$ cat config.mk
export PLATFORM = sky130hd
export DESIGN_NAME = flit_two_fifo
export DESIGN_NICKNAME = d
export VERILOG_FILES = /design/src/hw/wh_pkg.sv /design/src/hw/flit_two_fifo.sv
export VERILOG_INCLUDE_DIRS = /design/src /design/src/hw
export SDC_FILE = /design/constraint.sdc
export NUM_CORES = 1
export LEC_CHECK = 0
export BUFFER_PORTS_ARGS = -buffer_cell sky130_fd_sc_hd__buf_2
export CORE_MARGIN = 2
export CORE_UTILIZATION = 56
export DETAILED_ROUTE_END_ITERATION = 7
export PLACE_DENSITY = 0.85
export SLEW_MARGIN = 20
export SYNTH_ARGS = -nofsm -noshare
export SYNTH_HDL_FRONTEND = slang
export SYNTH_SLANG_ARGS = --single-unit
$ cat constraint.sdc
create_clock -name clk_i -period 5.16 [get_ports clk_i]
set_input_delay 1.032 -clock clk_i [delete_from_list [all_inputs] [get_ports clk_i]]
set_output_delay 1.032 -clock clk_i [all_outputs]
set_load 0.005 [all_outputs]
$ cat src/hw/wh_dma_cfg.svh
`ifndef WH_DMA_CFG_SVH
`define WH_DMA_CFG_SVH

// number of cache DMA endpoints behind the bridge
`define WH_NUM_DMA 2

// flit width equals the DMA data width
`define WH_FLIT_W 32
`define WH_ADDR_W 28
`define WH_BURST_LEN 4

// wormhole header fields
`define WH_CID_W 4
`define WH_CORD_W 8
`define WH_LEN_W 4

`define WH_ROUTE_DEPTH 4

`endif
$ cat src/hw/wh_pkg.sv
`include "wh_dma_cfg.svh"

package wh_pkg;

  // bits actually carried by a header flit
  localparam int HDR_USED_W = 1 + 2 * `WH_CORD_W + `WH_CID_W + `WH_LEN_W;

  // header flit layout, dest_cord sits in the low bits for the router
  typedef struct packed {
    logic [`WH_FLIT_W-HDR_USED_W-1:0] unused;
    logic                             write_not_read;
    logic [`WH_CORD_W-1:0]            src_cord;
    logic [`WH_CID_W-1:0]             cid;
    logic [`WH_LEN_W-1:0]             len;
    logic [`WH_CORD_W-1:0]            dest_cord;
  } wh_header_s;

  // one flit seen either as a header or as an address/data word
  typedef union packed {
    wh_header_s              hdr;
    logic [`WH_FLIT_W-1:0]   raw;
  } wh_flit_u;

  typedef struct packed {
    logic     valid;
    wh_flit_u data;
  } wh_link_s;

  // where a read's fill data must go back to
  typedef struct packed {
    logic [`WH_CID_W-1:0]  cid;
    logic [`WH_CORD_W-1:0] cord;
  } wh_route_s;

endpackage

$ cat src/hw/flit_two_fifo.sv
`timescale 1ns/1ps
`include "wh_dma_cfg.svh"

module flit_two_fifo (
  input  logic             clk_i,
  input  logic             reset_i,
  input  wh_pkg::wh_link_s link_i,
  output logic             ready_o,
  output wh_pkg::wh_link_s link_o,
  input  logic             yumi_i
);
  import wh_pkg::*;

  wh_flit_u mem_r [2];
  logic     wr_ptr_r;
  logic     rd_ptr_r;
  logic     full_r;
  logic     empty_r;
  logic     enq;

  assign ready_o = ~full_r;
  assign enq = link_i.valid & ~full_r;

  assign link_o.valid = ~empty_r;
  assign link_o.data = mem_r[rd_ptr_r];

  always_ff @(posedge clk_i) begin
    if (enq) begin
      mem_r[wr_ptr_r] <= link_i.data;
    end
  end

  always_ff @(posedge clk_i) begin
    if (reset_i) begin
      wr_ptr_r <= 1'b0;
      rd_ptr_r <= 1'b0;
      full_r   <= 1'b0;
      empty_r  <= 1'b1;
    end else begin
      if (enq) begin
        wr_ptr_r <= ~wr_ptr_r;
      end
      if (yumi_i) begin
        rd_ptr_r <= ~rd_ptr_r;
      end
      // occupancy only changes when one side moves alone
      if (enq & ~yumi_i) begin
        empty_r <= 1'b0;
        full_r  <= (~wr_ptr_r == rd_ptr_r);
      end else if (yumi_i & ~enq) begin
        full_r  <= 1'b0;
        empty_r <= (~rd_ptr_r == wr_ptr_r);
      end
    end
  end

endmodule

==> impl_results.md <==
* Status: completed
* WHS at between 500 and 600 ps
* Layout cells sized above 1 at between 50% and 60%
* Synth top area share at between 70% and 80%
* Detailed Routing Iterations Pass 1 at 4
* Top post-synthesis cells by area: edfxtp_1 72%, mux2_4 17%, dfxtp_1 3.7%
* Prevailing post-synth register cell: edfxtp_1
* Reg clk slew, reported paths at ~70 ps
* Rows at 25
* Crit. End Element: primary output
* Placement Setup Slack at 2560 ps
* CTS tree: built
* Pleak at 0.00132 uW
* Commonest cells post-synth: 64 x edfxtp_1, 30 x mux2_4, 5 x dfxtp_1, 4 x nor2_1
* Vias per cell at 5.15
* Reg2reg end: mem_r[0][23]
* Max FO, Critical Path at 32
* CTS sink count at 69
* Capture point of the worst path: link_o[31]
* Drc violations at 0
* Via Count at 1333
* Synth Area per Inst at 21.8 um2
* Post-cts resize count at 0
* Most frequent cell after synthesis: edfxtp_1
* Reg-to-Reg Start: full_r
* Hold-fix buffers at CTS at 0
* Placed insts at between 200 and 250
* Die area at 0.00535 mm2
* Worst Tran Pin Value at 1020 ps
* Number of library cell types mapped by synthesis at 18
* Synthesis-to-layout area growth at 21.1%
* Clock latency at the later pin of the worst-skew pair at 330 ps
* Non-Filler Instances at about 260
* Antenna cell count at 0
* Final HPWL from detailed placement at 2970 um
* GRT overflow at 0
* Worst Setup Start Kind: register
* Vias in the first global route at 1388
* Power density over the cells at 391 mW/mm2
* Syn nets at 160
* Setup TNS after final layout at 0 ps
* Critical path class: reg2out
* Mapped Area at 0.00268 mm2
* Initial DRC count at 74
* CTS buffer count at 9
* Port bufs at 69
* Antenna viol nets, final at 0
* Synth Instances at around 120
* Clock tree buffer depth at 2
* Synth warnings at 0
* Async set or reset register ratio after synthesis at 0%
* CP Data Required Time at 4130 ps
* RSZ-0062 raised after global routing: false
* Crit path DAT at 1880 ps
* Initial antenna violation count at 0
* Starting density of the core at 57.4%
* Post-CTS Setup Inserts at 0
* Fin crit period at 2920 ps
* Setup violations, final at 0
* Reg2Reg Setup Slack at 3410 ps
* EDFF count, synth at 64
* Worst Hold Class: reg2reg
* Period utilization at ~57%
* Setup slack after layout at 2240 ps
* FF+latch count, synth at 69
* Relative slew slack at between 30% and 40%
* Final Skew at between 5 and 6 ps
* Largest net degree at the start of global routing at 33
* Area leader, netlist: edfxtp_1
* Fraction of the yosys area taken by sequential cells at about three quarters
* First-pass GRT wire length at 6230 um
* Reg2reg path depth at 2
* Num ports at 70
* Final Net Count at 237
* Pins Over Slew Limit at 0
* Die height at 73.1 um
* Die width at 73.1 um
* WL per Instance at between 15 and 20 um
* Htree depth at 3
* Max VDD drop at 0.262 mV
* Final hold vios at 0
* Area of the core at 0.00466 mm2
* Fmax at between 300 and 400 MHz
* Global-route usage over all layers at 16.7%
* GP Congestion at 0.693
* Routed WL at 4290 um
* Root buffer cell: clkbuf_8
* Fin util at 69.6%
* Maximum capacitance violations at 0
-- worst min path at each step --
stage          startpoint       to  cells past startpoint
2_1_floorplan      full_r   full_r                      2
3_3_place_gp       full_r   full_r                      2
3_5_place_dp      empty_r  empty_r                      1
4_1_cts           empty_r  empty_r                      1
5_1_grt           empty_r  empty_r                      1
6_report           full_r   full_r                      2
-- per-stage QoR --
step | power, uW | instance area [um2]
floorplan | 777 | 2680
global placement | 820 | 3040
detailed placement | 830 | 3040
CTS | 1280 | 3240
global route | 1310 | 3240
finish | 1270 | 3240
-- cell type report --
type / instances / area (um2)
tap: 54 / 67.6
timing repair buffer: 70 / 353
fill: 300 / 1420
sequential: 69 / 2020
clock buffer: 11 / 131
multi-input combinational: 47 / 581
clock inverter: 5 / 75.1
inverter: 3 / 11.3
-- cell usage in the layout (no fill, tap or decap), types with 3 or more instances in the layout --
cell,count
buf_2,69
edfxtp_1,64
mux2_4,30
clkbuf_8,9
nor2_1,4
dfxtp_1,4
inv_1,3
clkinv_2,3
-- layer usage --
metal / vias up / routed length, um / track usage [%]
met5: - / 0 / 0
met4: 0 / 59 / 8.23
met3: 6 / 243 / 6.49
met2: 42 / 2310 / 28.6
met1: 660 / 1670 / 18.0
li1: 625 / - / -
-- kinds of logic after synthesis --
| logic type | count (synthesis) | synth area share [%] |
|---|---|---|
| simple gates | 9 | 1.73 |
| fa+ha+maj | 1 | 0.467 |
| flops | 69 | 75.5 |
| compound gates | 2 | 0.561 |
| mux | 32 | 17.7 |
| xor+xnor | 3 | 0.981 |
| buf+inv | 7 | 3.08 |
-- worst max-delay path, stage by stage (launching register included) --
cell,delay [ps]
dfxtp_2,1000
mux2_2,420
buf_2,130
-- state kept, by name, indices dropped and copies added, names as in the netlist, named ones only --
signal    count
mem_r        64
wr_ptr_r      1
rd_ptr_r      1
full_r        1
empty_r       1
-- power by group --
part | switching (uW) | total (uW) | internal [uW]
clock network | 182 | 452 | 270
logic | 53.3 | 136 | 82.2
registers | 24.6 | 680 | 656
Note: power is estimated with default switching activity, not from simulation.
