### src/hw/wh_dma_cfg.svh
`ifndef WH_DMA_CFG_SVH
`define WH_DMA_CFG_SVH

// number of cache DMA endpoints behind the bridge
`define WH_NUM_DMA 2

// flit width equals the DMA data width
`define WH_FLIT_W 32
`define WH_ADDR_W 28
`define WH_BURST_LEN 4

// wormhole header fields
`define WH_CID_W 4
`define WH_CORD_W 8
`define WH_LEN_W 4

`define WH_ROUTE_DEPTH 4

`endif
### src/hw/dma_pkg.sv
`include "wh_dma_cfg.svh"

package dma_pkg;

  // endpoint index width, at least one bit
  localparam int DMA_ID_W = (`WH_NUM_DMA > 1) ? $clog2(`WH_NUM_DMA) : 1;

  typedef logic [DMA_ID_W-1:0] dma_id_t;

  // request packet seen by every cache DMA endpoint
  typedef struct packed {
    logic                  write_not_read;
    logic [`WH_ADDR_W-1:0] addr;
  } dma_pkt_s;

endpackage

### src/hw/wh_pkg.sv
`include "wh_dma_cfg.svh"

package wh_pkg;

  // bits actually carried by a header flit
  localparam int HDR_USED_W = 1 + 2 * `WH_CORD_W + `WH_CID_W + `WH_LEN_W;

  // header flit layout, dest_cord sits in the low bits for the router
  typedef struct packed {
    logic [`WH_FLIT_W-HDR_USED_W-1:0] unused;
    logic                             write_not_read;
    logic [`WH_CORD_W-1:0]            src_cord;
    logic [`WH_CID_W-1:0]             cid;
    logic [`WH_LEN_W-1:0]             len;
    logic [`WH_CORD_W-1:0]            dest_cord;
  } wh_header_s;

  // one flit seen either as a header or as an address/data word
  typedef union packed {
    wh_header_s              hdr;
    logic [`WH_FLIT_W-1:0]   raw;
  } wh_flit_u;

  typedef struct packed {
    logic     valid;
    wh_flit_u data;
  } wh_link_s;

  // where a read's fill data must go back to
  typedef struct packed {
    logic [`WH_CID_W-1:0]  cid;
    logic [`WH_CORD_W-1:0] cord;
  } wh_route_s;

endpackage

### src/hw/dma_dispatch.sv
`timescale 1ns/1ps
`include "wh_dma_cfg.svh"

module dma_dispatch (
  input  logic                                   clk_i,
  input  logic                                   reset_i,
  input  wh_pkg::wh_link_s                       flit_i,
  output logic                                   flit_yumi_o,
  input  dma_pkg::dma_id_t                       dma_id_i,
  output dma_pkg::dma_pkt_s                      dma_pkt_o,
  output logic [`WH_NUM_DMA-1:0][`WH_CORD_W-1:0] dma_src_cord_o,
  output logic [`WH_NUM_DMA-1:0]                 dma_pkt_v_o,
  input  logic [`WH_NUM_DMA-1:0]                 dma_pkt_yumi_i,
  output logic [`WH_NUM_DMA-1:0][`WH_FLIT_W-1:0] dma_data_o,
  output logic [`WH_NUM_DMA-1:0]                 dma_data_v_o,
  input  logic [`WH_NUM_DMA-1:0]                 dma_data_yumi_i,
  output logic [`WH_NUM_DMA-1:0]                 route_push_o,
  output wh_pkg::wh_route_s                      route_o
);
  import wh_pkg::*;
  import dma_pkg::*;

  localparam int CNT_W = (`WH_BURST_LEN > 1) ? $clog2(`WH_BURST_LEN) : 1;
  localparam logic [CNT_W-1:0] LAST_BEAT = CNT_W'(`WH_BURST_LEN - 1);

  typedef enum logic [1:0] {
    SEND_RESET,
    SEND_READY,
    SEND_PKT,
    SEND_EVICT
  } send_state_e;

  send_state_e                           state_r, state_n;
  logic                                  wnr_r, wnr_n;
  dma_id_t                               id_r, id_n;
  logic [CNT_W-1:0]                      beat_r, beat_n;
  logic [`WH_NUM_DMA-1:0][`WH_CID_W-1:0] cid_tbl_r;
  logic [`WH_NUM_DMA-1:0][`WH_CORD_W-1:0] cord_tbl_r;
  logic                                  tbl_we;
  wh_header_s                            hdr_in;

  // header view of the incoming flit, only meaningful in SEND_READY
  assign hdr_in = flit_i.data.hdr;

  assign dma_src_cord_o = cord_tbl_r;
  assign route_o.cid = cid_tbl_r[id_r];
  assign route_o.cord = cord_tbl_r[id_r];

  // packet and evict data are shared, valids pick the endpoint
  assign dma_pkt_o.write_not_read = wnr_r;
  assign dma_pkt_o.addr = flit_i.data.raw[`WH_ADDR_W-1:0];
  assign dma_data_o = {`WH_NUM_DMA{flit_i.data.raw}};

  always_ff @(posedge clk_i) begin
    if (reset_i) begin
      cid_tbl_r  <= '0;
      cord_tbl_r <= '0;
    end else if (tbl_we) begin
      cid_tbl_r[dma_id_i]  <= hdr_in.cid;
      cord_tbl_r[dma_id_i] <= hdr_in.src_cord;
    end
  end

  always_comb begin
    state_n      = state_r;
    wnr_n        = wnr_r;
    id_n         = id_r;
    beat_n       = beat_r;
    tbl_we       = 1'b0;
    flit_yumi_o  = 1'b0;
    dma_pkt_v_o  = '0;
    dma_data_v_o = '0;
    route_push_o = '0;
    case (state_r)
      SEND_RESET: begin
        state_n = SEND_READY;
      end
      // take the header and latch the target endpoint
      SEND_READY: begin
        if (flit_i.valid) begin
          flit_yumi_o = 1'b1;
          tbl_we      = 1'b1;
          wnr_n       = hdr_in.write_not_read;
          id_n        = dma_id_i;
          state_n     = SEND_PKT;
        end
      end
      // address flit goes out as the DMA packet
      SEND_PKT: begin
        dma_pkt_v_o[id_r] = flit_i.valid;
        if (dma_pkt_yumi_i[id_r]) begin
          flit_yumi_o        = 1'b1;
          route_push_o[id_r] = ~wnr_r;
          beat_n             = '0;
          state_n            = wnr_r ? SEND_EVICT : SEND_READY;
        end
      end
      SEND_EVICT: begin
        dma_data_v_o[id_r] = flit_i.valid;
        if (dma_data_yumi_i[id_r]) begin
          flit_yumi_o = 1'b1;
          beat_n      = beat_r + 1'b1;
          if (beat_r == LAST_BEAT) begin
            beat_n  = '0;
            state_n = SEND_READY;
          end
        end
      end
      default: begin
        state_n = SEND_RESET;
      end
    endcase
  end

  always_ff @(posedge clk_i) begin
    if (reset_i) begin
      state_r <= SEND_RESET;
      wnr_r   <= 1'b0;
      id_r    <= '0;
      beat_r  <= '0;
    end else begin
      state_r <= state_n;
      wnr_r   <= wnr_n;
      id_r    <= id_n;
      beat_r  <= beat_n;
    end
  end

endmodule

### config.mk
export PLATFORM = sky130hd
export DESIGN_NAME = dma_dispatch
export DESIGN_NICKNAME = d
export VERILOG_FILES = /design/src/hw/dma_pkg.sv /design/src/hw/wh_pkg.sv /design/src/hw/dma_dispatch.sv
export VERILOG_INCLUDE_DIRS = /design/src /design/src/hw
export SDC_FILE = /design/constraint.sdc
export NUM_CORES = 1
export LEC_CHECK = 0
export BUFFER_PORTS_ARGS = -buffer_cell sky130_fd_sc_hd__buf_2
export CAP_MARGIN = 20
export CORE_ASPECT_RATIO = 0.6
export CORE_UTILIZATION = 43
export DETAILED_ROUTE_END_ITERATION = 8
export PLACE_DENSITY = 0.87
export SYNTH_ARGS = -nofsm -noshare
export SYNTH_HDL_FRONTEND = slang
export SYNTH_SLANG_ARGS = --single-unit
### constraint.sdc
create_clock -name clk_i -period 3.9 [get_ports clk_i]
set_input_delay 0.195 -clock clk_i [delete_from_list [all_inputs] [get_ports clk_i]]
set_output_delay 0.195 -clock clk_i [all_outputs]
set_load 0.005 [all_outputs]
==> results of run 1 <==
[routing by layer]
metal,vias to the layer above,GRT usage [%],part of all wire [%]
met2,79,24.58,45
met1,682,20.55,45
li1,772,-,-
met3,4,4.878,8.6
met5,-,0,0
met4,0,4.615,0.87
[area by class of cell]
class                           instances  area (µm²)
Tap cell                               63       78.83
Multi-Input combinational cell        132       769.5
Inverter                                4       15.01
Sequential cell                        30       600.6
Clock buffer                            7       76.32
Timing Repair Buffer                   95       475.5
Fill cell                             508        2644
[state kept, by name (all words and copies together), names as in the netlist]
signal	flops
dma_src_cord_o	16
cid_tbl_r	8
beat_r	2
state_r	2
id_r	1
wnr_r	1
[worst max-delay path: stages (launching register included)]
cell and delay, ps:
dfxtp_1 920, mux2i_1 270, nand2b_1 220, a31oi_1 160, buf_2 130
[kinds of logic (layout without fill, tap and decap cells)]
logic type | Yosys count | after routing | synth area share [%]
simple gates | 76 | 76 | 15.59
fa+ha+maj | 6 | 6 | 3.529
mux | 15 | 15 | 7.765
compound gates | 35 | 35 | 9.294
buf+inv | 107 | 106 | 35.59
flops | 30 | 30 | 28.24
[how the worst max path moves through the flow]
stage,startpoint,end,slack (ps),cells past startpoint
5_1_grt,id_r,flit_yumi_o,1500,4
6_report,id_r,flit_yumi_o,1730,4
2_1_floorplan,state_r[1],cid_tbl_r[0],2410,7
4_1_cts,id_r,flit_yumi_o,1680,4
3_5_place_dp,state_r[1],dma_src_cord_o[6],1880,6
3_3_place_gp,state_r[1],dma_src_cord_o[6],1970,6
[cell usage after synthesis]
cell      count
ha_1          6
a21oi_1      29
a221oi_2      1
mux2_2       12
and4b_1       1
dfxtp_1      30
buf_4        93
nor3b_1       2
clkbuf_1      5
a31oi_1       1
nand2_1      55
nor4bb_1      1
inv_1         4
o31ai_1       2
and2_1        1
nor2_1        5
mux2i_1       3
nand3_1       3
and3_1        3
a211o_1       1
nor2b_1       1
or2_2         1
nand2b_1      3
buf_2         5
a211oi_1      1
[where the power goes]
group	total, mW	internal (mW)	switching, mW
clock network	0.228	0.123	0.106
registers	0.343	0.324	0.0189
logic	0.147	0.0676	0.0798
total	0.718	0.514	0.205
[placed cells by master, fill, tap and decap left out, types with 2 or more instances in the layout]
cell and instances:
nor3b_1 2, nand2_1 55, mux2_2 12, dfxtp_1 30, nor2_1 5, o31ai_1 2, mux2i_1 3, and3_1 3
nand3_1 3, nand2b_1 3, inv_1 4, ha_1 6, buf_2 95, clkbuf_8 5, a21oi_1 29, clkbuf_1 2
==> out/metrics.cfg, run 1 <==
[outcome]
status=finished clean

[power]
p_leak_nw=0.9822
p_total_mw=0.7184
power_density_mw_per_mm2=356.4
ir_drop_v=0.0001497

[global_route]
antenna_found_initial=0
grt_usage_pct=15.63
grt_pass1_wl_um=6486
grt_pass1_vias=1359
grt_max_degree=34
grt_overflow=0

[hold_path]
min_path_type=primary input to register
hold_end=dma_src_cord_o[3]
hp-start=flit_i[19]
hold_depth=3

[critical_path]
reg2reg_slack_ps=1880
crit_path_max_fanout=21
critPathCaptureType=output pin
arrival_ps=1980
r2r_end=cid_tbl_r[0]
setup.worst_path.class=register to output pin
reg2reg_depth=6
r2r-start=state_r[1]
start_kind=register
required_ps=3700

[clock_tree]
clk_latency_ps=270
cts_resized=0
cts_tree=done
ctsHoldBuffers=0
numCtsBuffers=5
clk_pin_slew_ps=60
cts-root-buf=clkbuf_8
clk_path_buf_depth=2
cts.sinks=30
h-tree-depth=2
post_cts_buffers=0

[synth]
yosys_warnings=0
synth-seq-cells=30
yosysSeqAreaShare_pct=28.24
synth_fp_nets=315
synthCells=269
synth_area_mm2=0.002127
synth_top_area_share_pct=32.82
yosys.cell_types.count=25
postSynthAreaPerCell_um2=7.907
synth_area_leaders=buf_4, dfxtp_1, nand2_1
synth_top_area_cell=buf_4

[timing]
slew_headroom_pct=39.04
hold_viol=0
holdWs_ps=190.6
rsz0062_at_grt=no
fin_crit_ps=2174
finalCritPeriodShare_pct=55.75
finClkSkew_ps=3.698
fin_ws_ps=1726
drv_slew=0
max_freq_mhz=460.0
setup_violations=0
worst_slew_pin_slew_ps=913.1
setup_tns_ps=0

[layout]
num_antenna_cells=0
fin_area_mm2=0.002016
instances_no_fill=331
area_growth_syn_to_layout_pct=-5.235
drive_gt1_share_pct=42.54
post-route-util_pct=43.26
nets=314

[place]
dpl-instance-area_mm2=0.001939
post-place-ws_ps=1876
placed_cells=324
port_buffers=95
gp_congestion=0.8383
place_hpwl_um=2946

[detailed_routing]
wl_per_cell_um=12.21
ant_nets=0
drc=0
drt_pre_antenna_iters=4
vias=1537
dr.first_iter.drc_count=70
viasPerCell=4.644
wirelength_um=4043

[floorplan]
die_x_um=92.80
ios=168
dieArea_mm2=0.005241
core-area_mm2=0.004659
start_util_pct=45.65
num_rows=19
die_height_um=56.48

[run]
maxCapViolations=0

Power figures use the tool's default switching activity.
==> run 2, diff against run 1 <==
Settings changed: CORE_UTILIZATION 43 to 40, PLACE_DENSITY 0.87 to 0.81.
Clock period 3.9 ns to 2.3 ns, I/O delays scaled along.
==> out/metrics.cfg, run 2 (synthesis results as in run 1) <==
[layout]
final_common_cell=buf_2
area_growth_syn_to_layout_pct=-4.059
largest_reg_flops=16
nets=316
mostFrequentLayoutCells=buf_2, nand2_1, dfxtp_1
nFillCells=538
multi_input_area_um2=769.5
ff_latch_area_um2=600.6
post-route-util_pct=40.17
num_antenna_cells=0
drive_gt1_share_pct=43.49

[floorplan]
core-area_mm2=0.005080
num_rows=20
start_util_pct=41.87
dieArea_mm2=0.005623
die_x_um=96.14
ios=168
die_height_um=58.49

[critical_path]
setup.worst_path.class=register to register
reg2reg_slack_ps=570
cp-endpoint=cid_tbl_r[5]
arrival_ps=1860
r2r_end=cid_tbl_r[5]
required_ps=2430
critPathCaptureType=register
startpoint=state_r[1]
reg2reg_depth=5
start_kind=register
r2r-start=state_r[1]
crit_path_max_fanout=12

[run]
maxCapViolations=0

[clock_tree]
ctsHoldBuffers=0
clk_path_buf_depth=2
cts_resized=0
numCtsBuffers=5
clk_latency_ps=270
h-tree-depth=2
cts-root-buf=clkbuf_8
post_cts_buffers=0
cts.sinks=30
cts_tree=done
clk_pin_slew_ps=60

[timing]
setup_violations=0
fin_crit_ps=1728
finalCritPeriodShare_pct=75.13
worst_slew_pin_slew_ps=620.1
finClkSkew_ps=1.780
drv_slew=0
max_freq_mhz=578.7
slew_headroom_pct=58.54
rsz0062_at_grt=no
hold_viol=0
setup_tns_ps=0
holdWs_ps=111.3

[global_route]
grt_max_degree=34
grt_pass1_wl_um=6113
grt_pass1_vias=1224
antenna_found_initial=0
grt_usage_pct=14.71
grt_overflow=0

[detailed_routing]
drc=0
vias=1532
viasPerCell=4.573
wl_per_cell_um=12.47
drt_pre_antenna_iters=4
wirelength_um=4177
ant_nets=0
dr.first_iter.drc_count=43

[outcome]
status=finished clean

[power]
power_density_mw_per_mm2=608.7
p_total_mw=1.242
ir_drop_v=0.0002778
p_leak_nw=0.9978

[place]
place_hpwl_um=3024
port_buffers=95
gp_congestion=0.8871

[hold_path]
min_path_type=primary input to register

-- run 2: worst max-delay path, cell delays in order (launching register included) --
cell and delay, ps:
dfxtp_1 340, inv_1 110, ha_1 310, nand3_1 510, nand2_1 220, a21oi_1 80
-- run 2: where the power goes --
| part | internal [mW] | switching, mW |
|---|---|---|
| registers | 0.549 | 0.0265 |
| logic | 0.117 | 0.144 |
| clock network | 0.230 | 0.175 |
-- run 2: cell type report --
cell class / instances / area share (%)
Timing Repair Buffer: 97 / 24.03
Inverter: 4 / 0.7357
Clock buffer: 6 / 4.047
Tap cell: 66 / 4.047
Sequential cell: 30 / 29.43
Multi-Input combinational cell: 132 / 37.71
-- run 2: worst min-delay path by stage --
stage / from / endpoint / cells after the start / slack (ps)
after global routing: flit_i[14] / cid_tbl_r[2] / 3 / 100
final: flit_i[18] / dma_src_cord_o[10] / 3 / 110
after CTS: flit_i[14] / cid_tbl_r[6] / 3 / 100
after floorplan: flit_i[12] / cid_tbl_r[0] / 2 / 250
after detailed placement: flit_i[30] / dma_data_o[30] / 0 / 230
after global placement: flit_i[30] / dma_data_o[30] / 0 / 230
-- run 2: per-layer routing --
| metal | vias up | wire length, µm | track usage, % |
|---|---|---|---|
| met4 | 0 | 31 | 5.117 |
| li1 | 776 | - | - |
| met3 | 4 | 351 | 4.910 |
| met2 | 83 | 1842 | 22.09 |
| met5 | - | 0 | 0 |
| met1 | 669 | 1952 | 19.72 |
-- run 2: stage by stage --
stage               worst slack (ps)  cells  area, µm²
floorplan                      808.7    269       2127
global placement               727.7    329       1958
detailed placement             616.7    329       1958
CTS                            596.4    335       2041
global route                   410.8    335       2041
finish                         571.9    335       2041
==> run 3, diff against run 2 <==
Clock period 2.3 ns to 1.6 ns, I/O delays scaled along.
==> out/metrics.cfg, run 3 (synthesis results as in run 1) <==
[clock_tree]
cts.sinks=30
h-tree-depth=2
clk_latency_ps=270
clk_pin_slew_ps=60
numCtsBuffers=5
cts-root-buf=clkbuf_8
cts_tree=done
ctsHoldBuffers=0
clk_path_buf_depth=2

[timing]
worst_slew_pin_slew_ps=288.5
finalCritPeriodShare_pct=95.43
fin_crit_ps=1527
hold_viol=0
drv_slew=0
rsz0062_at_grt=yes
max_freq_mhz=654.9
setup_violations=0
finClkSkew_ps=4.052
slew_headroom_pct=80.22
setup_tns_ps=0
holdWs_ps=77.75

[layout]
num_antenna_cells=0
area_growth_syn_to_layout_pct=-2.471
final_common_cell=buf_2
nets=319
largest_reg_flops=16
mostFrequentLayoutCells=buf_2, nand2_1, a21oi_1, dfxtp_1, mux2_2
drive_gt1_share_pct=45.42

[place]
gp_congestion=0.8454
port_buffers=95
place_hpwl_um=3064

[power]
ir_drop_v=0.0003776
p_leak_nw=1.005
power_density_mw_per_mm2=854.3

[floorplan]
num_rows=20
die_x_um=96.14
start_util_pct=41.87
die_height_um=58.49
dieArea_mm2=0.005623
core-area_mm2=0.005080
ios=168

[critical_path]
crit_path_max_fanout=7
required_ps=1520
start_kind=register
max_stage_delay_ps=330
arrival_ps=1450
critPathCaptureType=output pin
crit_chain=inv_1, ha_2, nand2_1, buf_4, a31oi_1, buf_2
reg2reg_slack_ps=90
slowest_stage=dfxtp_1
setup.worst_path.class=register to output pin

[global_route]
grt_pass1_wl_um=6354
grt_pass1_vias=1354
grt_max_degree=19
grt_overflow=0
antenna_found_initial=0
grt_usage_pct=14.98

[detailed_routing]
wl_per_cell_um=12.21
ant_nets=0
vias=1572
wirelength_um=4139
dr.first_iter.drc_count=46
drt_pre_antenna_iters=4
drc=0
viasPerCell=4.637

[run]
maxCapViolations=0

[outcome]
status=finished clean

[hold_path]
min_path_type=primary input to register

## run 3: cell types whose count changed in the layout (fill, tap and decap cells not counted)
| cell | before | now |
|---|---|---|
| buf_4 | 2 | 4 |
| ha_2 | 0 | 2 |
| buf_6 | 0 | 1 |
| ha_1 | 6 | 4 |
| clkbuf_1 | 0 | 2 |
| nor4bb_1 | 1 | 0 |
| clkbuf_8 | 6 | 5 |
| dfxtp_2 | 0 | 1 |
| and3_2 | 0 | 1 |
| and3_1 | 3 | 2 |
| dfxtp_1 | 30 | 29 |
| nor4bb_2 | 0 | 1 |
## run 3: critical path: cells and delay by family, from the launching register on
kind	cells	cell delay, ps
DFF	1	330
AOI/OAI and AO/OA	1	110
buffers and inverters	3	390
adders and majority gates	1	260
and+or+nand+nor	1	80
## run 3: final timing paths
check,from,end,cells past startpoint
worst min register to register,cid_tbl_r[1],cid_tbl_r[1],2
worst max-delay path,state_r[1],flit_yumi_o,6
worst max register to register,state_r[1],dma_src_cord_o[4],8
worst min-delay path,flit_i[24],wnr_r,3
## run 3: repair_timing
item                       4_1_cts  5_1_grt
buffers inserted                 0        0
setup endpoints to repair       24       26
gates resized for setup          2        4
## run 3: power by group
| part | internal, mW | total (mW) | switching, mW |
|---|---|---|---|
| clock | 0.299 | 0.555 | 0.256 |
| combinational | 0.183 | 0.390 | 0.208 |
| sequential | 0.790 | 0.827 | 0.0372 |
| total | 1.27 | 1.77 | 0.501 |
## run 3: area by class of cell
| type | count | area (µm²) |
|---|---|---|
| clock buffers | 7 | 76.32 |
| fillers | 541 | 3005 |
| inverters | 4 | 15.01 |
| multi-input cells | 132 | 782.0 |
| flip-flops and latches | 30 | 601.8 |
| well taps | 66 | 82.58 |
| repair buffers | 100 | 516.7 |
## run 3: metrics by stage
stage	setup slack (ps)	power [mW]	cell area, µm²	instances	util [%]
floorplan	108.7	1.221	2127	269	-
global placement	52.94	1.220	1981	332	38.99
detailed placement	-23.95	1.232	1981	332	38.99
CTS	5.647	1.805	2059	339	40.54
global route	-46.61	1.897	2074	339	40.84
finish	73.09	1.772	2074	339	40.84
## run 3: routing by layer
| metal | GRT usage (%) | wire length, µm | vias up |
|---|---|---|---|
| li1 | - | - | 783 |
| met1 | 18.77 | 1939 | 714 |
| met2 | 23.91 | 1892 | 70 |
| met3 | 5.168 | 272 | 5 |
| met4 | 5.544 | 34 | 0 |
| met5 | 0 | 0 | - |
