**src/hw/wh_dma_cfg.svh**
```systemverilog
`ifndef WH_DMA_CFG_SVH
`define WH_DMA_CFG_SVH

// number of cache DMA endpoints behind the bridge
`define WH_NUM_DMA 2

// flit width equals the DMA data width
`define WH_FLIT_W 32
`define WH_ADDR_W 28
`define WH_BURST_LEN 4

// wormhole header fields
`define WH_CID_W 4
`define WH_CORD_W 8
`define WH_LEN_W 4

`define WH_ROUTE_DEPTH 4

`endif
```
**src/hw/wh_pkg.sv**
```systemverilog
`include "wh_dma_cfg.svh"

package wh_pkg;

  // bits actually carried by a header flit
  localparam int HDR_USED_W = 1 + 2 * `WH_CORD_W + `WH_CID_W + `WH_LEN_W;

  // header flit layout, dest_cord sits in the low bits for the router
  typedef struct packed {
    logic [`WH_FLIT_W-HDR_USED_W-1:0] unused;
    logic                             write_not_read;
    logic [`WH_CORD_W-1:0]            src_cord;
    logic [`WH_CID_W-1:0]             cid;
    logic [`WH_LEN_W-1:0]             len;
    logic [`WH_CORD_W-1:0]            dest_cord;
  } wh_header_s;

  // one flit seen either as a header or as an address/data word
  typedef union packed {
    wh_header_s              hdr;
    logic [`WH_FLIT_W-1:0]   raw;
  } wh_flit_u;

  typedef struct packed {
    logic     valid;
    wh_flit_u data;
  } wh_link_s;

  // where a read's fill data must go back to
  typedef struct packed {
    logic [`WH_CID_W-1:0]  cid;
    logic [`WH_CORD_W-1:0] cord;
  } wh_route_s;

endpackage

```
**src/hw/route_queue.sv**
```systemverilog
`timescale 1ns/1ps
`include "wh_dma_cfg.svh"

module route_queue #(
  parameter int DEPTH = `WH_ROUTE_DEPTH
) (
  input  logic              clk_i,
  input  logic              reset_i,
  input  logic              push_i,
  input  wh_pkg::wh_route_s route_i,
  input  logic              pop_i,
  output wh_pkg::wh_route_s route_o
);
  import wh_pkg::*;

  localparam int PTR_W = (DEPTH > 1) ? $clog2(DEPTH) : 1;
  localparam logic [PTR_W-1:0] LAST_SLOT = PTR_W'(DEPTH - 1);

  wh_route_s        mem_r [DEPTH];
  logic [PTR_W-1:0] wr_ptr_r;
  logic [PTR_W-1:0] rd_ptr_r;

  // wrap at DEPTH so a non power of two depth works too
  function automatic logic [PTR_W-1:0] next_ptr(input logic [PTR_W-1:0] ptr);
    if (ptr == LAST_SLOT) begin
      return '0;
    end
    return ptr + 1'b1;
  endfunction

  // head of queue is the oldest outstanding read
  assign route_o = mem_r[rd_ptr_r];

  always_ff @(posedge clk_i) begin
    if (push_i) begin
      mem_r[wr_ptr_r] <= route_i;
    end
  end

  always_ff @(posedge clk_i) begin
    if (reset_i) begin
      wr_ptr_r <= '0;
      rd_ptr_r <= '0;
    end else begin
      if (push_i) begin
        wr_ptr_r <= next_ptr(wr_ptr_r);
      end
      if (pop_i) begin
        rd_ptr_r <= next_ptr(rd_ptr_r);
      end
    end
  end

endmodule

```
**config.mk**
```make
export PLATFORM = sky130hd
export DESIGN_NAME = route_queue
export DESIGN_NICKNAME = d
export VERILOG_FILES = /design/src/hw/wh_pkg.sv /design/src/hw/route_queue.sv
export VERILOG_INCLUDE_DIRS = /design/src /design/src/hw
export SDC_FILE = /design/constraint.sdc
export NUM_CORES = 1
export LEC_CHECK = 0
export BUFFER_PORTS_ARGS = -buffer_cell sky130_fd_sc_hd__clkbuf_2
export CAP_MARGIN = 30
export CORE_ASPECT_RATIO = 0.9
export CORE_UTILIZATION = 35
export DETAILED_ROUTE_END_ITERATION = 7
export PLACE_DENSITY_LB_ADDON = 0.3
export SETUP_SLACK_MARGIN = 0.5
export SKIP_LAST_GASP = 1
export SLEW_MARGIN = 20
export SYNTH_ARGS = -nofsm -noshare
export SYNTH_HDL_FRONTEND = slang
export SYNTH_SLANG_ARGS = --single-unit
```
**constraint.sdc**
```tcl
create_clock -name clk_i -period 1.1 [get_ports clk_i]
set_input_delay 0.055 -clock clk_i [delete_from_list [all_inputs] [get_ports clk_i]]
set_output_delay 0.055 -clock clk_i [all_outputs]
set_load 0.1 [all_outputs]
```
==> results of run 1 <==
-- final timing paths --
kind                                   from           to  slack, ns  depth (start not counted)
worst min register to register  rd_ptr_r[1]  rd_ptr_r[1]       0.57                          2
worst min-delay path             route_i[6]  mem_r[2][6]      -0.04                          1
worst max register to register  rd_ptr_r[0]         flop      -0.04                          3
worst max-delay path                   flop   route_o[3]      -0.50                          3
-- cell usage in the layout (no fill, tap or decap), types with 4 or more instances in the layout --
| master | netlist | layout |
|---|---|---|
| clkbuf_2 | 0 | 15 |
| and2_4 | 0 | 8 |
| buf_12 | 0 | 15 |
| clkbuf_8 | 0 | 5 |
| dfxtp_4 | 0 | 4 |
| ha_4 | 0 | 5 |
| edfxtp_1 | 48 | 48 |
| mux4_2 | 10 | 12 |
-- cells in the mapped netlist (2+ instances only) --
master	count	area (sq um)
mux2i_1	2	20.0
ha_1	5	62.6
nor2_1	2	7.51
dfxtp_1	6	120
inv_1	2	7.51
edfxtp_1	48	1440
and2_1	4	25.0
nand2b_1	2	12.5
mux4_2	10	225
a21oi_1	2	10.0
mux4_1	2	52.6
-- state kept, by name, indices dropped and copies added (netlist names), named ones only --
signal / count
mem_r: 48
rd_ptr_r: 2
wr_ptr_r: 2
-- per-stage QoR --
stage               power [mW]  instance area (sq um)  instances  setup WS (ns)
floorplan                 3.02                   2070         89         -0.237
global placement          3.37                   2460        182         -0.241
detailed placement        3.38                   2460        182         -0.242
CTS                       4.45                   2690        198         -0.512
global route              4.59                   2710        199         -0.541
finish                    4.41                   2710        199         -0.500
-- what timing repair did --
| action | CTS | global route |
|---|---|---|
| setup buffers | 4 | 1 |
| resized for setup | 15 | 3 |
| pin swaps | 4 | 3 |
| cloned | 4 | 0 |
| endpoints found under the setup margin | 66 | 66 |
| endpoints found under the hold margin | 53 | 51 |
-- cell families (layout without fill, tap and decap cells) --
family / after synthesis / after routing
and+or+nand+nor: 10 / 14
adders and majority gates: 5 / 5
buffers and inverters: 4 / 43
DFF: 54 / 54
muxes: 14 / 14
AOI/OAI and AO/OA: 2 / 2
-- per-layer routing --
| metal | vias to the layer above | global-route usage [%] |
|---|---|---|
| li1 | 445 | - |
| met1 | 494 | 15.9 |
| met2 | 25 | 19.8 |
| met3 | 6 | 2.94 |
| met4 | 0 | 7.02 |
| met5 | - | 0 |
-- critical path, delay by kind of cell, from the launching register on --
family / cells / cell delay (ns)
buffers and inverters: 2 / 0.32
DFF: 1 / 0.39
muxes: 1 / 0.53
-- layout make-up --
type / instances / area (sq um) / area share, %
clock buffers: 6 / 72.6 / 2.68
clock inverters: 2 / 8.76 / 0.323
inverters: 2 / 12.5 / 0.462
multi-input cells: 35 / 551 / 20.3
flip-flops and latches: 54 / 1580 / 58.3
well taps: 67 / 83.8 / 3.10
repair buffers: 33 / 402 / 14.8
-- report_power, final --
group | internal [mW] | total (mW) | switching [mW]
Clock | 0.438 | 1.01 | 0.570
Sequential | 2.32 | 2.36 | 0.0386
Combinational | 0.416 | 1.05 | 0.631
Total | 3.17 | 4.41 | 1.24
==> impl_metrics.ini, run 1 <==
[status]
status = finished with violations
violations = negative hold slack, negative setup slack

[cts]
cts_buffers = 5
clkTransAtPathRegs_ns = 0.08
clock-sinks = 54
cts_tree = yes
clk_latency_ns = 0.30
cts.path.max_buffers = 2
root_buffer = clkbuf_8
cts_max_level = 2

[synth]
synth_ff_type = edfxtp_1
syn_avg_cell_area_sq_um = 22.7
synth_cell_types = 15
syn_inst = 89
postSynth.asyncResetShare_pct = 0
synth.area.mux_share_pct = 14.8
ys_seq_area_share_pct = 77.4
synth_compound_area_share_pct = 0.496
synth_top_family_by_area = multiplexers
synth_area_sq_mm = 0.00202
synth_seq_cells = 54
synthSimpleGateAreaFrac_pct = 3.10
yosysWarnings = 0
syn_nets = 110
synth_xor_area_share_pct = 0
synth-adder-area-share_pct = 3.10
synth_edf_count = 48

[pwr]
ir_worst_vdd_mv = 0.668
p_leak_nw = 0.930
powerDensity_mw_per_mm2 = 1630

[placed_design]
dp_hpwl_um = 1950
io_buffers = 27
gp_congestion = 0.654

[drt]
dr_wl_met3_um = 138
dr_wl_met2_um = 1570
wl_per_cell_um = 16.2
vias = 970
drt_iter0_markers = 52
drc = 0
wl_met1_um = 1460
top_layer_used = met4
viasPerCell = 4.87
firstDrtPassIters = 2
ant_nets = 0
drt_wl_total_um = 3230

[worst_setup_path]
cp_max_fo = 6
critPathRequiredTime_ns = 1.04
crit_chain = buf_12 -> mux4_2 -> buf_12
worst_setup_path_end_kind = primary output
cpPeakStageDelay_ns = 0.53
cp_common_cell = buf_12
cp_slowest_cell = mux4_2
critPathKind = reg -> out
worstPathArrival_ns = 1.54
cp-start-kind = flop

[cells_and_area]
area_delta_synth_final_pct = 34.2
nFillCells = 427
diodes = 0
post-route-util_pct = 50.0
drive_gt1_share_pct = 56.1
fin_nets = 152

[flow_run]
maxCapViolations = 0

[global_routing]
grt_start_max_net_pins = 16
grt_pass1_wl_um = 5240
antenna_found_initial = 0
grt_pass1_vias = 1030
grt_usage_pct = 12.5
overflow = 0

[floorplan]
die_area_sq_mm = 0.00607
num_rows = 25
chipWidth_um = 82.0
start_util_pct = 37.3
ioPinCount = 28
coreArea_sq_mm = 0.00541
die_h_um = 74.0

[sta]
hold_viol_final = 47
finClkSkew_ns = 0.00286
fin_tns_setup_ns = -5.96
drv_slew = 0
rsz0062_at_grt = yes
fin_crit_ns = 1.60
setup_slack_ns = -0.500
hold_ws_ns = -0.0366
slew_headroom_pct = 84.0
min_period_over_period_pct = 145
worst-slew-pin-transition_ns = 0.240
finalSetupViolations = 15
max_freq_mhz = 625

[hold_path]
hold_class = in -> reg
Power figures use the tool's default switching activity.
==> inputs of run 2 (changes only) <==
--- a/config.mk
+++ b/config.mk
@@ -8,6 +8,8 @@
 export LEC_CHECK = 0
 export BUFFER_PORTS_ARGS = -buffer_cell sky130_fd_sc_hd__clkbuf_2
 export CAP_MARGIN = 30
+export CELL_PAD_IN_SITES_DETAIL_PLACEMENT = 1
+export CELL_PAD_IN_SITES_GLOBAL_PLACEMENT = 1
 export CORE_ASPECT_RATIO = 0.9
 export CORE_UTILIZATION = 35
 export DETAILED_ROUTE_END_ITERATION = 7
==> run 2 against run 1 <==
The flow still finishes with violations (negative hold slack, negative setup slack). Sequential cell count did not move. Total power up 5.8%. Sequential share of layout area down 0.60 points. Cell area increased by 0.88%. Combinational power about the same. Clock skew is 0.0049 ns higher. Global-route usage grew 0.58 points. Critical path depth stayed put.
==> impl_metrics.ini, run 2 (synthesis results as in run 1) <==
[cts]
clk_latency_ns = 0.30
clock-sinks = 54
root_buffer = clkbuf_8
cts_buffers = 5
cts.path.max_buffers = 2
cts_max_level = 2
clkTransAtPathRegs_ns = 0.09
cts_tree = yes

[drt]
wl_per_cell_um = 17.4
viasPerCell = 4.90
firstDrtPassIters = 4
drc = 0
ant_nets = 0
drt_iter0_markers = 54
vias = 970
drt_wl_total_um = 3450

[global_routing]
antenna_found_initial = 0
overflow = 0
grt_start_max_net_pins = 17
grt_pass1_wl_um = 5420
grt_usage_pct = 13.1
grt_pass1_vias = 1039

[sta]
min_period_over_period_pct = 145
hold_ws_ns = -0.0275
drv_slew = 0
max_freq_mhz = 628
setup_slack_ns = -0.493
worst-slew-pin-transition_ns = 0.244
hold_viol_final = 42
slew_headroom_pct = 83.8
rsz0062_at_grt = yes
finalSetupViolations = 31
fin_crit_ns = 1.59
finClkSkew_ns = 0.00773

[cells_and_area]
area_delta_synth_final_pct = 35.3
drive_gt1_share_pct = 58.0
multi_input_area_sq_um = 553
post-route-util_pct = 50.5
top_register = mem_r
seqCellArea_sq_mm = 0.00158
final_cell_mix = edfxtp_1 (48), clkbuf_2 (15), buf_12 (15)
final_common_cell = edfxtp_1
nFillCells = 501
fin_nets = 151
diodes = 0
stdcell_count = 198
reg.largest.list = mem_r: 48 flops, rd_ptr_r: 2 flops, wr_ptr_r: 2 flops
largest_reg_flops = 48

[worst_setup_path]
worstPathArrival_ns = 1.54
reg2reg_slack_ns = -0.03
critPathRequiredTime_ns = 1.04
critPathKind = reg -> out
cp_max_fo = 6
worst_setup_path_end_kind = primary output
cp-start-kind = flop

[placed_design]
place_ws_ns = -0.187
dp_hpwl_um = 2240
io_buffers = 27
gp_congestion = 0.641
place_inst = 185

[floorplan]
start_util_pct = 37.3
coreArea_sq_mm = 0.00541
chipWidth_um = 82.0
ioPinCount = 28
num_rows = 25
die_area_sq_mm = 0.00607
die_h_um = 74.0

[hold_path]
hold_class = in -> reg

[flow_run]
maxCapViolations = 0

[pwr]
ir_worst_vdd_mv = 0.847
powerDensity_mw_per_mm2 = 1710
p_leak_nw = 0.940

[status]
violations = negative hold slack, negative setup slack
status = finished with violations
[run 2: where the power goes]
group          internal, mW  switching, mW
logic                 0.421          0.636
registers              2.32         0.0412
clock network         0.669          0.581
[run 2: through the flow]
step	hold slack (ns)	power, mW	setup TNS, ns	cell area, sq um
after floorplan	0.113	3.02	-2.52	2070
after global placement	0.268	3.40	-2.18	2510
after detailed placement	0.279	3.42	-3.01	2510
after CTS	-0.0319	4.70	-6.40	2730
after global routing	-0.0367	4.81	-7.15	2730
final	-0.0275	4.67	-5.95	2730
[run 2: timing repair]
| item | 4_1_cts | 5_1_grt |
|---|---|---|
| buffers inserted | 1 | 0 |
| cloned | 4 | 0 |
| resized for setup | 18 | 1 |
| hold endpoints to repair | 48 | 42 |
| pin swaps | 4 | 2 |
| endpoints found under the setup margin | 66 | 66 |
[run 2: critical path, cell delays in order, from the launching register on]
cell and delay [ns]:
dfxtp_4 0.39, buf_12 0.13, mux4_2 0.53, buf_12 0.19
[run 2: layer usage]
metal | global-route usage, % | vias up | routed length, um
met5 | 0 | - | 0
met4 | 4.09 | 0 | 23
met3 | 3.68 | 2 | 180
met2 | 22.7 | 30 | 1800
met1 | 15.9 | 495 | 1450
li1 | - | 443 | -
[run 2: worst paths after layout]
path | cells past startpoint | startpoint | end
setup / recovery | 3 | flop | route_o[5]
hold / removal | 1 | route_i[10] | mem_r[2][10]
setup reg to reg | 3 | wr_ptr_r[0] | wr_ptr_r[0]
hold reg to reg | 2 | wr_ptr_r[0] | wr_ptr_r[0]
[run 2: layout make-up]
class / instances / area share, %
Sequential cell: 54 / 57.7
Clock buffer: 5 / 2.52
Timing Repair Buffer: 32 / 14.6
Clock inverter: 3 / 1.47
Inverter: 2 / 0.458
Multi-Input combinational cell: 35 / 20.2
Tap cell: 67 / 3.07
==> inputs of run 3 (changes only) <==
--- a/config.mk
+++ b/config.mk
@@ -6,12 +6,15 @@
 export SDC_FILE = /design/constraint.sdc
 export NUM_CORES = 1
 export LEC_CHECK = 0
+export ABC_AREA = 1
 export BUFFER_PORTS_ARGS = -buffer_cell sky130_fd_sc_hd__clkbuf_2
 export CAP_MARGIN = 30
 export CELL_PAD_IN_SITES_DETAIL_PLACEMENT = 1
 export CELL_PAD_IN_SITES_GLOBAL_PLACEMENT = 1
 export CORE_ASPECT_RATIO = 0.9
 export CORE_UTILIZATION = 35
+export CTS_BUF_LIST = sky130_fd_sc_hd__clkbuf_16
+export CTS_CLUSTER_SIZE = 16
 export DETAILED_ROUTE_END_ITERATION = 7
 export PLACE_DENSITY_LB_ADDON = 0.3
 export SETUP_SLACK_MARGIN = 0.5
==> run 3 against run 2 <==
The flow still finishes with violations (negative hold slack, negative setup slack). Synthesized cell count grew to 2.6 times the previous value. Clock power grew 38%. Register-to-register slack lost 0.07 ns. Die area grew 17%. Critical path type unchanged. Largest cell class unchanged. Highest routed layer unchanged.
==> impl_metrics.ini, run 3 <==
[global_routing]
grt_start_max_net_pins = 25
grt_usage_pct = 16.9
antenna_found_initial = 0
grt_pass1_vias = 1739
overflow = 0
grt_pass1_wl_um = 8570

[cells_and_area]
nFillCells = 673
reg.largest.list = mem_r: 48 flops, rd_ptr_r: 2 flops, wr_ptr_r: 2 flops
stdcell_count = 363
diodes = 0
drive_gt1_share_pct = 49.1
final_common_cell = inv_1
fin_nets = 293
largest_reg_flops = 48
final_cell_mix = inv_1 (52), edfxtp_1 (48), nand2_1 (33)
area_delta_synth_final_pct = 57.3
top_register = mem_r

[status]
violations = negative hold slack, negative setup slack
status = finished with violations

[synth]
syn_nets = 249
yosysTopAreaCellShare_pct = 61.0
synth_area_sq_mm = 0.00236
postSynth.asyncResetShare_pct = 0
synth.area.top_cells = edfxtp_1 (61%), nand2_1 (9.4%), inv_1 (9.2%)
synth_ff_type = edfxtp_1
synth_cell_types = 16
synth_top_cell_by_area = edfxtp_1
syn_avg_cell_area_sq_um = 10.4
synth_commonest_cells = nand2_1 (59), inv_1 (58), edfxtp_1 (48), nand3_1 (24)
yosysWarnings = 0
synth_seq_cells = 54
ys_seq_area_share_pct = 66.1
syn_inst = 228
yosys.cell_count.top_type = nand2_1
synth_edf_count = 48

[drt]
viasPerCell = 4.40
ant_nets = 0
drt_wl_total_um = 5160
firstDrtPassIters = 4
drt_iter0_markers = 25
wl_per_cell_um = 14.2
vias = 1599
drc = 0

[worst_setup_path]
reg2reg_depth = 4
crit_chain = buf_8 -> nand2_1 -> nand3_2 -> nand2_8 -> buf_12
worstPathArrival_ns = 1.30
reg2reg_slack_ns = -0.10
critPathRequiredTime_ns = 1.04
critical_path.top_delay_family = flip-flops
r2r_end = mem_r[1][7]
cp_slowest_cell = dfxtp_4
path_buf_inv = 2
cpPeakStageDelay_ns = 0.39
cp-start-kind = flop
rr_startpoint = wr_ptr_r[1]
worst_setup_path_end_kind = primary output
critPathKind = reg -> out
cp_max_fo = 12

[cts]
clock-sinks = 54
clkTransAtPathRegs_ns = 0.06
clk_latency_ns = 0.28
cts_max_level = 2
cts_tree = yes
cts_buffers = 5
cts.path.max_buffers = 2
root_buffer = clkbuf_16

[pwr]
ir_worst_vdd_mv = 0.901
p_leak_nw = 1.57
power.total_mw = 5.92
powerDensity_mw_per_mm2 = 1590

[sta]
setup_slack_ns = -0.251
fin_crit_ns = 1.35
worst-slew-pin-transition_ns = 0.454
finalSetupViolations = 54
max_freq_mhz = 740
min_period_over_period_pct = 123
drv_slew = 0
slew_headroom_pct = 69.7
hold_viol_final = 28
hold_ws_ns = -0.0132
rsz0062_at_grt = yes
finClkSkew_ns = 0.00663

[floorplan]
ioPinCount = 28
start_util_pct = 36.0
num_rows = 28
die_h_um = 79.9
chipWidth_um = 88.6
die_area_sq_mm = 0.00708
coreArea_sq_mm = 0.00655

[hold_path]
min_to = mem_r[2][11]
holdPathStages = 1
hold_class = in -> reg
worstHoldStart = route_i[11]

[placed_design]
dp_hpwl_um = 3200
place_inst = 345
place_ws_ns = -0.0839
io_buffers = 27
gp_congestion = 0.703

[flow_run]
maxCapViolations = 0
## run 3: cell count changes in the layout (fill, tap and decap cells not counted), moves of 6 or more
| cell | change |
|---|---|
| and2_4 | -8 |
| nand2_8 | +15 |
| nand2_2 | +17 |
| nand3_2 | +19 |
| nand2_1 | +33 |
| mux4_2 | -12 |
| inv_1 | +52 |
| clkinv_8 | +6 |
## run 3: layout make-up
| class | count | area [sq um] | share of cell area [%] |
|---|---|---|---|
| Tap cell | 90 | 113 | 3.03 |
| Timing Repair Buffer | 41 | 488 | 13.1 |
| Clock inverter | 3 | 41.3 | 1.11 |
| Multi-Input combinational cell | 107 | 1030 | 27.7 |
| Sequential cell | 54 | 1580 | 42.5 |
| Inverter | 59 | 294 | 7.92 |
| Timing Repair inverter | 4 | 47.5 | 1.28 |
| Clock buffer | 5 | 125 | 3.37 |
## run 3: logic make-up (layout without fill, tap and decap cells)
kind of cell	Yosys count	after routing	synth area share, %
flip-flops	54	54	66.1
buffers and inverters	67	112	12.6
adder cells (fa/ha/maj)	5	5	2.65
XOR/XNOR	1	1	0.371
AND/OR/NAND/NOR	99	99	17.9
AO/OA/AOI/OAI	2	2	0.424
## run 3: per-layer routing
metal / part of all wire, % / global-route usage, % / vias up
met2: 54 / 31.3 / 31
met3: 2.9 / 3.62 / 9
met5: 0 / 0 / -
li1: - / - / 791
met4: 1.6 / 5.00 / 0
met1: 41 / 19.1 / 768
## run 3: worst max path at each step
stage	end	cells after the start
after floorplan	route_o[0]	6
after global placement	route_o[11]	4
after global routing	route_o[8]	5
after detailed placement	route_o[0]	5
final	route_o[0]	5
after CTS	route_o[0]	5
## run 3: stage by stage
stage / util (%) / TNS [ns] / area, sq um
2_1_floorplan: - / 0 / 2730
3_3_place_gp: 48.2 / -0.607 / 3160
3_5_place_dp: 48.2 / -1.36 / 3160
4_1_cts: 55.3 / -6.21 / 3620
5_1_grt: 56.7 / -7.53 / 3710
6_report: 56.7 / -5.77 / 3710
## run 3: power breakdown
group	switching, mW	internal [mW]
Combinational	1.12	0.681
Sequential	0.0577	2.34
Clock	0.656	1.06
## run 3: what timing repair did
action,in CTS,in global routing
resized for setup,56,19
cloned,4,0
pin swaps,21,10
endpoints found under the hold margin,42,26
setup endpoints to repair,66,66
setup buffers,4,2
